--- config.mk ---
export PLATFORM = sky130hd
export DESIGN_NAME = uart
export DESIGN_NICKNAME = d
export VERILOG_FILES = /design/src/hw/uart_pkg.sv /design/src/hw/uart_phy_if.sv /design/src/hw/cmd_fifo.sv /design/src/hw/uart_tx.sv /design/src/hw/uart_rx.sv /design/src/hw/uart_ctrl.sv /design/src/hw/uart.sv
export SDC_FILE = /design/constraint.sdc
export NUM_CORES = 1
export LEC_CHECK = 0
export BUFFER_PORTS_ARGS = -buffer_cell sky130_fd_sc_hd__buf_4
export CAP_MARGIN = 25
export CORE_ASPECT_RATIO = 1.4
export CORE_MARGIN = 2
export CORE_UTILIZATION = 41
export DETAILED_ROUTE_END_ITERATION = 10
export SYNTH_ARGS = -nofsm -noshare
export SYNTH_HDL_FRONTEND = slang
export SYNTH_HIERARCHICAL = 1
export SYNTH_SLANG_ARGS = --single-unit
--- constraint.sdc ---
create_clock -name clk -period 5.7 [get_ports clk]
set_input_delay 0.57 -clock clk [delete_from_list [all_inputs] [get_ports clk]]
set_output_delay 0.57 -clock clk [all_outputs]
set_load 0.05 [all_outputs]
--- src/hw/uart_pkg.sv ---
package uart_pkg;

  // One host command: [15] write flag, [14:8] address, [7:0] write data
  typedef logic [15:0] cmd_t;

  // Serial payload and read data
  typedef logic [7:0] byte_t;

  typedef logic [6:0] addr_t;

  typedef enum logic [2:0] {
    idle,
    send_cmd,
    gap,
    send_data,
    wait_reply,
    done
  } ctrl_state_t;

  // Start, eight data bits, parity and stop
  localparam int frame_bits = 11;

endpackage

--- src/hw/uart_phy_if.sv ---
`timescale 1ns/1ps

interface uart_phy_if;

  logic            tx_start;
  uart_pkg::byte_t tx_byte;
  logic            tx_busy;
  logic            rx_arm;
  logic            rx_done;
  uart_pkg::byte_t rx_byte;
  logic            rx_bad;

  modport ctrl (
    output tx_start,
    output tx_byte,
    output rx_arm,
    input  tx_busy,
    input  rx_done,
    input  rx_byte,
    input  rx_bad
  );

  modport tx (
    input  tx_start,
    input  tx_byte,
    output tx_busy
  );

  modport rx (
    input  rx_arm,
    output rx_done,
    output rx_byte,
    output rx_bad
  );

endinterface

--- src/hw/cmd_fifo.sv ---
`timescale 1ns/1ps

module cmd_fifo #(
  parameter int fifo_depth = 4
) (
  input  logic           clk,
  input  logic           rst_n,
  input  uart_pkg::cmd_t cmd_in,
  input  logic           cmd_vld,
  output logic           cmd_rdy,
  output uart_pkg::cmd_t cmd_head,
  output logic           cmd_avail,
  input  logic           cmd_pop
);

  localparam int ptr_w = (fifo_depth > 1) ? $clog2(fifo_depth) : 1;
  localparam int cnt_w = $clog2(fifo_depth + 1);

  uart_pkg::cmd_t   mem [fifo_depth];
  logic [ptr_w-1:0] wr_ptr;
  logic [ptr_w-1:0] rd_ptr;
  logic [cnt_w-1:0] count;
  logic             push;
  logic             pop;

  assign cmd_rdy   = (count != cnt_w'(fifo_depth));
  assign cmd_avail = (count != '0);
  assign cmd_head  = mem[rd_ptr];
  assign push      = cmd_vld && cmd_rdy;
  assign pop       = cmd_pop && cmd_avail;

  always_ff @(posedge clk)
  begin
    if (push)
    begin
      mem[wr_ptr] <= cmd_in;
    end
  end

  always_ff @(posedge clk or negedge rst_n)
  begin
    if (!rst_n)
    begin
      wr_ptr <= '0;
      rd_ptr <= '0;
      count  <= '0;
    end
    else
    begin
      // Pointers wrap at fifo_depth, which need not be a power of two
      if (push)
      begin
        wr_ptr <= (wr_ptr == ptr_w'(fifo_depth - 1)) ? '0 : wr_ptr + 1'b1;
      end
      if (pop)
      begin
        rd_ptr <= (rd_ptr == ptr_w'(fifo_depth - 1)) ? '0 : rd_ptr + 1'b1;
      end
      case ({push, pop})
        2'b10:   count <= count + 1'b1;
        2'b01:   count <= count - 1'b1;
        default: count <= count;
      endcase
    end
  end

endmodule

--- src/hw/uart_tx.sv ---
`timescale 1ns/1ps

module uart_tx #(
  parameter int bit_period = 434
) (
  input  logic   clk,
  input  logic   rst_n,
  uart_phy_if.tx phy,
  output logic   tx
);

  localparam int cnt_w = $clog2(bit_period);
  localparam int idx_w = $clog2(uart_pkg::frame_bits);

  logic [uart_pkg::frame_bits-1:0] shreg;
  logic [cnt_w-1:0]                cnt;
  logic [idx_w-1:0]                idx;
  logic                            busy;

  // Line idles high since ones are shifted in behind the frame
  assign tx          = shreg[0];
  assign phy.tx_busy = busy;

  always_ff @(posedge clk or negedge rst_n)
  begin
    if (!rst_n)
    begin
      shreg <= '1;
      busy  <= 1'b0;
      cnt   <= '0;
      idx   <= '0;
    end
    else if (!busy)
    begin
      if (phy.tx_start)
      begin
        // Stop, even parity, data LSB first, start
        shreg <= {1'b1, ^phy.tx_byte, phy.tx_byte, 1'b0};
        busy  <= 1'b1;
        cnt   <= '0;
        idx   <= '0;
      end
    end
    else if (cnt == cnt_w'(bit_period - 1))
    begin
      cnt   <= '0;
      shreg <= {1'b1, shreg[uart_pkg::frame_bits-1:1]};
      if (idx == idx_w'(uart_pkg::frame_bits - 1))
      begin
        busy <= 1'b0;
      end
      else
      begin
        idx <= idx + 1'b1;
      end
    end
    else
    begin
      cnt <= cnt + 1'b1;
    end
  end

endmodule

--- src/hw/uart_rx.sv ---
`timescale 1ns/1ps

module uart_rx #(
  parameter int bit_period = 434
) (
  input  logic   clk,
  input  logic   rst_n,
  uart_phy_if.rx phy,
  input  logic   rx
);

  localparam int cnt_w      = $clog2(bit_period);
  localparam int idx_w      = $clog2(uart_pkg::frame_bits);
  localparam int parity_idx = uart_pkg::frame_bits - 2;
  localparam int stop_idx   = uart_pkg::frame_bits - 1;

  logic             rx_meta;
  logic             rx_sync;
  logic             rx_prev;
  logic             active;
  logic [cnt_w-1:0] cnt;
  logic [cnt_w-1:0] limit;
  logic [idx_w-1:0] idx;
  logic             sample;
  logic             par_bit;
  uart_pkg::byte_t  data;
  logic             done;
  logic             bad;

  // Half a bit to the centre of the start bit, then full bits
  assign limit  = (idx == '0) ? cnt_w'(bit_period / 2 - 1) : cnt_w'(bit_period - 1);
  assign sample = active && (cnt == limit);

  assign phy.rx_done = done;
  assign phy.rx_byte = data;
  assign phy.rx_bad  = bad;

  always_ff @(posedge clk or negedge rst_n)
  begin
    if (!rst_n)
    begin
      rx_meta <= 1'b1;
      rx_sync <= 1'b1;
      rx_prev <= 1'b1;
    end
    else
    begin
      rx_meta <= rx;
      rx_sync <= rx_meta;
      rx_prev <= rx_sync;
    end
  end

  always_ff @(posedge clk or negedge rst_n)
  begin
    if (!rst_n)
    begin
      active  <= 1'b0;
      cnt     <= '0;
      idx     <= '0;
      par_bit <= 1'b0;
      done    <= 1'b0;
      bad     <= 1'b0;
    end
    else
    begin
      done <= 1'b0;
      if (!active)
      begin
        if (phy.rx_arm && rx_prev && !rx_sync)
        begin
          active <= 1'b1;
          cnt    <= '0;
          idx    <= '0;
        end
      end
      else if (sample)
      begin
        cnt <= '0;
        if (idx == '0)
        begin
          // Start bit gone high again, treat as a glitch
          if (rx_sync)
          begin
            active <= 1'b0;
          end
          else
          begin
            idx <= idx + 1'b1;
          end
        end
        else if (idx == idx_w'(parity_idx))
        begin
          par_bit <= rx_sync;
          idx     <= idx + 1'b1;
        end
        else if (idx == idx_w'(stop_idx))
        begin
          active <= 1'b0;
          done   <= 1'b1;
          bad    <= (par_bit != ^data) || !rx_sync;
        end
        else
        begin
          idx <= idx + 1'b1;
        end
      end
      else
      begin
        cnt <= cnt + 1'b1;
      end
    end
  end

  // Data bits arrive LSB first
  always_ff @(posedge clk)
  begin
    if (sample && (idx != '0) && (idx < idx_w'(parity_idx)))
    begin
      data <= {rx_sync, data[7:1]};
    end
  end

endmodule

--- src/hw/uart_ctrl.sv ---
`timescale 1ns/1ps

module uart_ctrl #(
  parameter int bit_period = 434
) (
  input  logic            clk,
  input  logic            rst_n,
  input  uart_pkg::cmd_t  cmd_head,
  input  logic            cmd_avail,
  output logic            cmd_pop,
  uart_phy_if.ctrl        phy,
  output uart_pkg::byte_t read_data,
  output logic            read_rdy,
  output logic            read_err
);

  localparam int gap_w = $clog2(bit_period);

  uart_pkg::ctrl_state_t state;
  uart_pkg::addr_t       cmd_addr;
  uart_pkg::byte_t       wr_data;
  logic                  is_write;
  logic [gap_w-1:0]      gap_cnt;
  logic                  tx_idle;
  logic                  start_cmd;
  logic                  start_data;

  assign cmd_addr   = cmd_head[14:8];
  // No start pending and the frame has dropped busy
  assign tx_idle    = !phy.tx_start && !phy.tx_busy;
  assign start_cmd  = (state == uart_pkg::idle) && cmd_avail;
  // Counter starts at 1 so tx_start lands bit_period clocks after busy falls
  assign start_data = (state == uart_pkg::gap) && (gap_cnt == gap_w'(bit_period - 1));

  always_ff @(posedge clk or negedge rst_n)
  begin
    if (!rst_n)
    begin
      state        <= uart_pkg::idle;
      cmd_pop      <= 1'b0;
      phy.tx_start <= 1'b0;
      phy.rx_arm   <= 1'b0;
      is_write     <= 1'b0;
      gap_cnt      <= '0;
      read_data    <= '0;
      read_rdy     <= 1'b0;
      read_err     <= 1'b0;
    end
    else
    begin
      cmd_pop      <= 1'b0;
      phy.tx_start <= 1'b0;
      read_rdy     <= 1'b0;
      read_err     <= 1'b0;
      case (state)
        uart_pkg::idle:
        begin
          if (start_cmd)
          begin
            cmd_pop      <= 1'b1;
            phy.tx_start <= 1'b1;
            is_write     <= cmd_head[15];
            // Armed early so a prompt reply is not missed
            phy.rx_arm   <= !cmd_head[15];
            state        <= uart_pkg::send_cmd;
          end
        end
        uart_pkg::send_cmd:
        begin
          if (tx_idle)
          begin
            if (is_write)
            begin
              gap_cnt <= gap_w'(1);
              state   <= uart_pkg::gap;
            end
            else
            begin
              state <= uart_pkg::wait_reply;
            end
          end
        end
        uart_pkg::gap:
        begin
          if (start_data)
          begin
            phy.tx_start <= 1'b1;
            state        <= uart_pkg::send_data;
          end
          else
          begin
            gap_cnt <= gap_cnt + 1'b1;
          end
        end
        uart_pkg::send_data:
        begin
          if (tx_idle)
          begin
            state <= uart_pkg::done;
          end
        end
        uart_pkg::wait_reply:
        begin
          if (phy.rx_done)
          begin
            read_data  <= phy.rx_byte;
            read_err   <= phy.rx_bad;
            read_rdy   <= 1'b1;
            phy.rx_arm <= 1'b0;
            state      <= uart_pkg::done;
          end
        end
        uart_pkg::done:
        begin
          state <= uart_pkg::idle;
        end
        default:
        begin
          state <= uart_pkg::idle;
        end
      endcase
    end
  end

  always_ff @(posedge clk)
  begin
    if (start_cmd)
    begin
      phy.tx_byte <= {cmd_head[15], cmd_addr};
      wr_data     <= cmd_head[7:0];
    end
    else if (start_data)
    begin
      phy.tx_byte <= wr_data;
    end
  end

endmodule

--- src/hw/uart.sv ---
`timescale 1ns/1ps

module uart #(
  parameter int bit_period = 434,
  parameter int fifo_depth = 4
) (
  input  logic            clk,
  input  logic            rst_n,
  input  uart_pkg::cmd_t  cmd_in,
  input  logic            cmd_vld,
  input  logic            rx,
  output logic            tx,
  output logic            cmd_rdy,
  output uart_pkg::byte_t read_data,
  output logic            read_rdy,
  output logic            read_err
);

  uart_pkg::cmd_t cmd_head;
  logic           cmd_avail;
  logic           cmd_pop;

  uart_phy_if phy ();

  cmd_fifo #(
    .fifo_depth (fifo_depth)
  ) i_cmd_fifo (
    .clk       (clk),
    .rst_n     (rst_n),
    .cmd_in    (cmd_in),
    .cmd_vld   (cmd_vld),
    .cmd_rdy   (cmd_rdy),
    .cmd_head  (cmd_head),
    .cmd_avail (cmd_avail),
    .cmd_pop   (cmd_pop)
  );

  uart_ctrl #(
    .bit_period (bit_period)
  ) i_uart_ctrl (
    .clk       (clk),
    .rst_n     (rst_n),
    .cmd_head  (cmd_head),
    .cmd_avail (cmd_avail),
    .cmd_pop   (cmd_pop),
    .phy       (phy.ctrl),
    .read_data (read_data),
    .read_rdy  (read_rdy),
    .read_err  (read_err)
  );

  uart_tx #(
    .bit_period (bit_period)
  ) i_uart_tx (
    .clk   (clk),
    .rst_n (rst_n),
    .phy   (phy.tx),
    .tx    (tx)
  );

  uart_rx #(
    .bit_period (bit_period)
  ) i_uart_rx (
    .clk   (clk),
    .rst_n (rst_n),
    .phy   (phy.rx),
    .rx    (rx)
  );

endmodule

==> flow_metrics.env, run 1 <==
export IMPL_status="finished, final reports clean"
export IMPL_power_density_cell_area_nw_per_um2=343
export IMPL_finalCriticalPeriod_ps=2250
export IMPL_place_ws_ps=3480
export IMPL_synth_area_per_cell_um2=14.0
export IMPL_skew_ps=24.4
export IMPL_num_rows=58
export IMPL_synth_top_flop_cell="sky130_fd_sc_hd__edfxtp_1"
export IMPL_yosys_warnings=6
export IMPL_finalPower_mw=2.90
export IMPL_root_buffer="sky130_fd_sc_hd__clkbuf_16"
export IMPL_worstSetupStartpointType="flop"
export IMPL_final_setup_tns_ps=0
export IMPL_worst_endpoint_arrival_ps=2550
export IMPL_power_leakage_nw=3.48
export IMPL_ys_top_cells_by_count="88 x sky130_fd_sc_hd__edfxtp_1, 64 x sky130_fd_sc_hd__dfrtp_1, 52 x sky130_fd_sc_hd__nand2_1"
export IMPL_post_dp_hpwl_mm=8.48
export IMPL_wire_length_of_the_first_global_routing_pass_mm=21.3
export IMPL_initial_antenna_violation_count=0
export IMPL_yosys_cell_count_top_type="sky130_fd_sc_hd__edfxtp_1"
export IMPL_timing_rr_start="i_cmd_fifo/count[0]"
export IMPL_port_buffer_cells=31
export IMPL_floorplan_die_width_um=117
export IMPL_critical_path_endpoint_type="flop"
export IMPL_htree_levels=4
export IMPL_syn_num_nets=563
export IMPL_gr_usage_total_pct=14.5
export IMPL_detailed_place_area_um2=7810
export IMPL_holdCritStartpoint="rx"
export IMPL_postLayoutCellArea_um2=8440
export IMPL_synth_cell_area_um2=7360
export IMPL_core_area_um2=17800
export IMPL_max_slew_worst_pin_slew_ps=894
export IMPL_irDropWorstVdd_mv=0.252
export IMPL_layout_nets=602
export IMPL_ios=32
export IMPL_post_synth_num_cell_types=81
export IMPL_route_vias_total=4190
export IMPL_tritoncts_num_buffers=17
export IMPL_synth_enable_flop_cells=88
export IMPL_required_time_reported_for_the_critical_path_endpoint_ps=6010
export IMPL_setup_slack_ps=3450
export IMPL_share_of_the_yosys_chip_area_belonging_to_registers_pct=62.3
export IMPL_postCtsHoldBufs=0
export IMPL_drt_wl_total_mm=12.5
export IMPL_max_slew_margin_rel_pct=40.4
export IMPL_synthTopCellsByArea="sky130_fd_sc_hd__edfxtp_1 36%, sky130_fd_sc_hd__dfrtp_1 22%, sky130_fd_sc_hd__mux4_2 4.9%, sky130_fd_sc_hd__dfstp_2 4.6%, sky130_fd_sc_hd__ha_1 3.1%"
export IMPL_chipHeight_um=163
export IMPL_first_global_vias=4329
export IMPL_grt_start_max_net_pins=78
export IMPL_insertedDiodeCount=0
export IMPL_detailedRoute_firstPassIterationCount=4
export IMPL_drt_wirelength_per_cell_um=15.3
export IMPL_critical_path_max_stage_delay_ps=510
export IMPL_post_cts_buffers=0
export IMPL_detailedRoute_firstIterationViolations=204
export IMPL_starting_density_of_the_core_pct=41.4
export IMPL_drv_slew=0
export IMPL_detail_route_vias_per_cell=5.13
export IMPL_post_cts_resized_instances=0
export IMPL_yosys_area_top_type_share_pct=35.9
export IMPL_gp_congestion=0.790
export IMPL_period_share_pct=39.4
export IMPL_cp_startpoint="i_cmd_fifo/count[0]"
export IMPL_cts_max_path_buffers=2
export IMPL_clock_insertion_delay_worst_skew_ps=440
export IMPL_tritoncts_clock_tree="yes"
export IMPL_die_area_um2=19000
export IMPL_critical_path_peak_fanout=13
export IMPL_timing_final_hold_violations=0
export IMPL_layout_cell_share_with_drive_strength_beyond_1_pct=25.0
export IMPL_area_growth_syn_to_layout_pct=14.7
export IMPL_postSynthCellCount=524
export IMPL_layout_utilization_pct=47.5
export IMPL_cap_viol_max_count=0
export IMPL_cts_clk_slew_worst_paths_ps=70
export IMPL_synth_largest_area_cell="sky130_fd_sc_hd__edfxtp_1"
export IMPL_timing_critical_path_cells="or3_2 -> nand3b_1 -> inv_1 -> a21o_2 -> a311o_1"
export IMPL_critical_path_slowest_cell="sky130_fd_sc_hd__or3_2"
export IMPL_detail_route_antenna_nets=0
export IMPL_drcViolationCount=0
export IMPL_final_setup_viol_count=0
export IMPL_hp_class="in -> reg"
export IMPL_rsz0062_at_grt="false"
export IMPL_globalRoute_totalOverflow=0
export IMPL_numClockSinks=165
export IMPL_synthArstFlopShare_pct=46.7
export IMPL_max_clock_freq_mhz=445
export IMPL_worst_reg2reg_setup_slack_ps=3450
export IMPL_critPathKind="reg -> reg"
export IMPL_ys_seq_elements=165
==> logic make-up after synthesis <==
kind of cell	synth area share [%]
flip-flops	62.3
AND/OR/NAND/NOR	13.6
buffers and inverters	2.33
adder cells (fa/ha/maj)	3.33
XOR/XNOR	2.81
multiplexers	9.08
AO/OA/AOI/OAI	6.56
==> layer usage <==
metal | GRT usage [%] | up-vias | share of wire, %
li1 | - | 2019 | -
met1 | 17.5 | 2089 | 43
met2 | 24.6 | 66 | 52
met3 | 3.50 | 16 | 2.9
met4 | 5.78 | 0 | 1.8
met5 | 0 | - | 0
==> worst paths after layout <==
kind                                        end  cells after the start
setup reg to reg           i_uart_ctrl/state[0]                      5
max in group asynchronous     i_uart_rx/rx_sync                      3
setup / recovery           i_uart_ctrl/state[0]                      5
hold / removal                i_uart_rx/rx_meta                      1
min in group asynchronous      i_uart_tx/idx[3]                      2
hold reg to reg               i_uart_rx/rx_sync                      0
==> per-stage QoR <==
stage,hold slack [ps],cells
2_1_floorplan,274,524
3_3_place_gp,348,782
3_5_place_dp,348,782
4_1_cts,252,814
5_1_grt,249,816
6_report,265,816
==> registers in the layout, indices dropped and copies added (netlist names), 2 cells and up <==
signal / cells
i_cmd_fifo/count: 3
i_cmd_fifo/mem: 64
i_cmd_fifo/rd_ptr: 2
i_cmd_fifo/wr_ptr: 2
i_uart_ctrl/gap_cnt: 9
i_uart_ctrl/phy.tx_byte: 8
i_uart_ctrl/read_data: 8
i_uart_ctrl/state: 3
i_uart_ctrl/wr_data: 8
i_uart_rx/cnt: 9
i_uart_rx/idx: 4
i_uart_rx/phy.rx_byte: 8
i_uart_tx/cnt: 9
i_uart_tx/idx: 4
i_uart_tx/shreg: 10
==> layout make-up <==
class | instances | area, µm²
clock inverter | 15 | 161
clock buffer | 17 | 425
sequential | 165 | 4590
multi-input combinational | 323 | 2600
tap | 240 | 300
inverter | 21 | 78.8
fill | 1575 | 9340
timing repair buffer | 35 | 285
==> layout by cell type (no fill, tap or decap), drive strengths merged, types with 4 or more instances in the layout <==
master   n
mux4    16
nand2   53
nor3b    6
nand3b   4
or3      6
mux2i   12
o21ai   30
a21oi   14
xor2     8
clkbuf  17
nor3     5
nand4    7
nor2b    4
nor2    16
buf     34
a21o     6
dfrtp   64
xnor2   13
and3    14
dfstp   13
nand3   12
inv     28
clkinv   8
ha      18
or2      4
and2     6
nand2b   6
mux2    16
edfxtp  88
==> report_power, final <==
group | internal (mW) | leakage (nW) | switching, mW
Combinational | 0.146 | 1.43 | 0.178
Clock | 0.585 | 0.289 | 0.512
Sequential | 1.41 | 1.76 | 0.0702
==> critical path: cells and delay by family (launching register included) <==
kind,cells,cell delay [ps]
compound gates,2,520
simple gates,2,890
buf+inv,1,290
flops,1,420
(Power assumes the default switching activity.)
==> inputs of run 2 (changes only) <==
==> constraint.sdc (replaced) <==
create_clock -name clk -period 2.3 [get_ports clk]
set_input_delay 0.23 -clock clk [delete_from_list [all_inputs] [get_ports clk]]
set_output_delay 0.23 -clock clk [all_outputs]
set_load 0.05 [all_outputs]
==> run 2 against run 1 <==
Compared with the run above:
- power increased to 2.6 times the previous value
- via count increased by 2.0%
- largest power group unchanged
- largest cell class unchanged
- first-iteration DRC count increased by 5.4%
- non-clock buffer count increased by 26
==> flow_metrics.env, run 2 (same netlist as run 1, synthesis figures left out) <==
export IMPL_cts_max_path_buffers=2
export IMPL_ios=32
export IMPL_numClockSinks=165
export IMPL_worstSetupStartpointType="flop"
export IMPL_post_cts_resized_instances=0
export IMPL_timing_final_hold_violations=0
export IMPL_detail_route_antenna_nets=0
export IMPL_dpl_cell_count=790
export IMPL_insertedDiodeCount=0
export IMPL_floorplan_die_width_um=117
export IMPL_hp_class="in -> reg"
export IMPL_root_buffer="sky130_fd_sc_hd__clkbuf_16"
export IMPL_largest_register_by_flop_count="i_cmd_fifo/mem"
export IMPL_setup_slack_ps=138
export IMPL_starting_density_of_the_core_pct=41.4
export IMPL_tritoncts_clock_tree="yes"
export IMPL_post_dp_hpwl_mm=8.42
export IMPL_critical_path_endpoint_type="flop"
export IMPL_final_instance_count_excl_fill=841
export IMPL_core_area_um2=17800
export IMPL_place_ws_ps=126
export IMPL_irDropWorstVdd_mv=0.644
export IMPL_area_growth_syn_to_layout_pct=18.0
export IMPL_finalCriticalPeriod_ps=2160
export IMPL_drt_wirelength_per_cell_um=15.3
export IMPL_max_clock_freq_mhz=463
export IMPL_route_vias_total=4272
export IMPL_layout_utilization_pct=48.8
export IMPL_final_fill_count=1534
export IMPL_globalRoute_totalOverflow=0
export IMPL_die_area_um2=19000
export IMPL_power_frac_comb_pct=11.4
export IMPL_holdCritStartpoint="cmd_vld"
export IMPL_pwr_share_clk_pct=39.2
export IMPL_period_share_pct=94.0
export IMPL_largest_reg_flops=64
export IMPL_final_cell_mix="88 x sky130_fd_sc_hd__edfxtp_1, 64 x sky130_fd_sc_hd__dfrtp_1, 52 x sky130_fd_sc_hd__nand2_1, 42 x sky130_fd_sc_hd__buf_4, 21 x sky130_fd_sc_hd__inv_1"
export IMPL_layout_nets=628
export IMPL_power_density_cell_area_nw_per_um2=854
export IMPL_layout_cell_share_with_drive_strength_beyond_1_pct=25.0
export IMPL_power_switching_share_pct=24.3
export IMPL_worst_endpoint_arrival_ps=2500
export IMPL_chipHeight_um=163
export IMPL_cap_viol_max_count=0
export IMPL_final_setup_tns_ps=0
export IMPL_drv_slew=0
export IMPL_postLayoutCellArea_um2=8680
export IMPL_rsz0062_at_grt="false"
export IMPL_drcViolationCount=0
export IMPL_biggestRegsByFlops="i_cmd_fifo/mem x64, i_uart_tx/shreg x10"
export IMPL_netSwitchingPower_mw=1.81
export IMPL_max_slew_worst_pin_slew_ps=819
export IMPL_initial_antenna_violation_count=0
export IMPL_finalPower_mw=7.42
export IMPL_critical_path_peak_fanout=4
export IMPL_seq_power_share_pct=49.3
export IMPL_gp_congestion=0.840
export IMPL_tritoncts_num_buffers=17
export IMPL_detailedRoute_firstPassIterationCount=4
export IMPL_status="finished, final reports clean"
export IMPL_htree_levels=4
export IMPL_whs_ps=248
export IMPL_max_slew_margin_rel_pct=45.4
export IMPL_wire_length_of_the_first_global_routing_pass_mm=21.9
export IMPL_power_leakage_nw=3.59
export IMPL_drt_wl_total_mm=12.9
export IMPL_grt_start_max_net_pins=78
export IMPL_critPathKind="reg -> reg"
export IMPL_cp_startpoint="i_cmd_fifo/count[0]"
export IMPL_skew_ps=11.1
export IMPL_timing_rr_start="i_cmd_fifo/count[0]"
export IMPL_internal_power_mw=5.61
export IMPL_gr_usage_total_pct=14.8
export IMPL_num_rows=58
export IMPL_detail_route_vias_per_cell=5.08
export IMPL_port_buffer_cells=31
export IMPL_detailed_place_area_um2=7890
export IMPL_first_global_vias=4458
export IMPL_final_setup_viol_count=0
export IMPL_detailedRoute_firstIterationViolations=215
export IMPL_clock_insertion_delay_worst_skew_ps=420
export IMPL_cts_clk_slew_worst_paths_ps=60
export IMPL_final_common_cell="sky130_fd_sc_hd__edfxtp_1"
export IMPL_required_time_reported_for_the_critical_path_endpoint_ps=2640
==> run 2: area by class of cell <==
type	count	area, µm²	share of cell area (%)
Inverter	21	78.8	0.908
Clock inverter	12	170	1.96
Clock buffer	19	433	4.98
Tap cell	240	300	3.46
Multi-Input combinational cell	323	2600	30.0
Sequential cell	165	4590	52.8
Timing Repair Buffer	61	515	5.94
==> run 2: metal layers <==
layer	part of all wire (%)	GRT usage (%)	vias to the layer above
met3	2.4	3.50	18
met1	43	17.7	2125
met2	53	25.6	65
li1	-	-	2064
met5	0	0	-
met4	1.4	5.29	0
==> run 2: what timing repair did <==
item / CTS / global route
endpoints found under the setup margin: 0 / 1
endpoints found under the hold margin: 126 / 0
hold buffers: 18 / 0
setup buffers: 0 / 2
==> run 2: power by group through the flow <==
stage	registers, mW	logic (mW)	clock network [mW]
6_report	3.66	0.847	2.91
5_1_grt	3.70	0.951	3.10
2_1_floorplan	3.66	0.580	0
3_5_place_dp	3.72	0.818	0
4_1_cts	3.66	0.846	2.99
3_3_place_gp	3.69	0.792	0
==> run 2: final timing paths <==
| kind | end | slack, ps | cells after the start |
|---|---|---|---|
| min in group asynchronous | i_uart_tx/idx[0] | 360 | 3 |
| worst min-delay path | i_cmd_fifo/wr_ptr[0] | 250 | 3 |
| worst min register to register | i_uart_rx/rx_sync | 360 | 0 |
| max in group asynchronous | i_uart_rx/rx_meta | 1560 | 3 |
| worst max register to register | i_cmd_fifo/count[2] | 140 | 9 |
| worst max-delay path | i_cmd_fifo/count[2] | 140 | 9 |
==> run 2: critical path: stages (launching register included) <==
cell and delay, ps:
sky130_fd_sc_hd__dfrtp_1 410, sky130_fd_sc_hd__or3b_4 410, sky130_fd_sc_hd__and2_4 190, sky130_fd_sc_hd__inv_1 50, sky130_fd_sc_hd__ha_1 170, sky130_fd_sc_hd__inv_1 70
sky130_fd_sc_hd__fa_1 370, sky130_fd_sc_hd__xor2_1 150, sky130_fd_sc_hd__nor2_1 130, sky130_fd_sc_hd__xor2_1 150
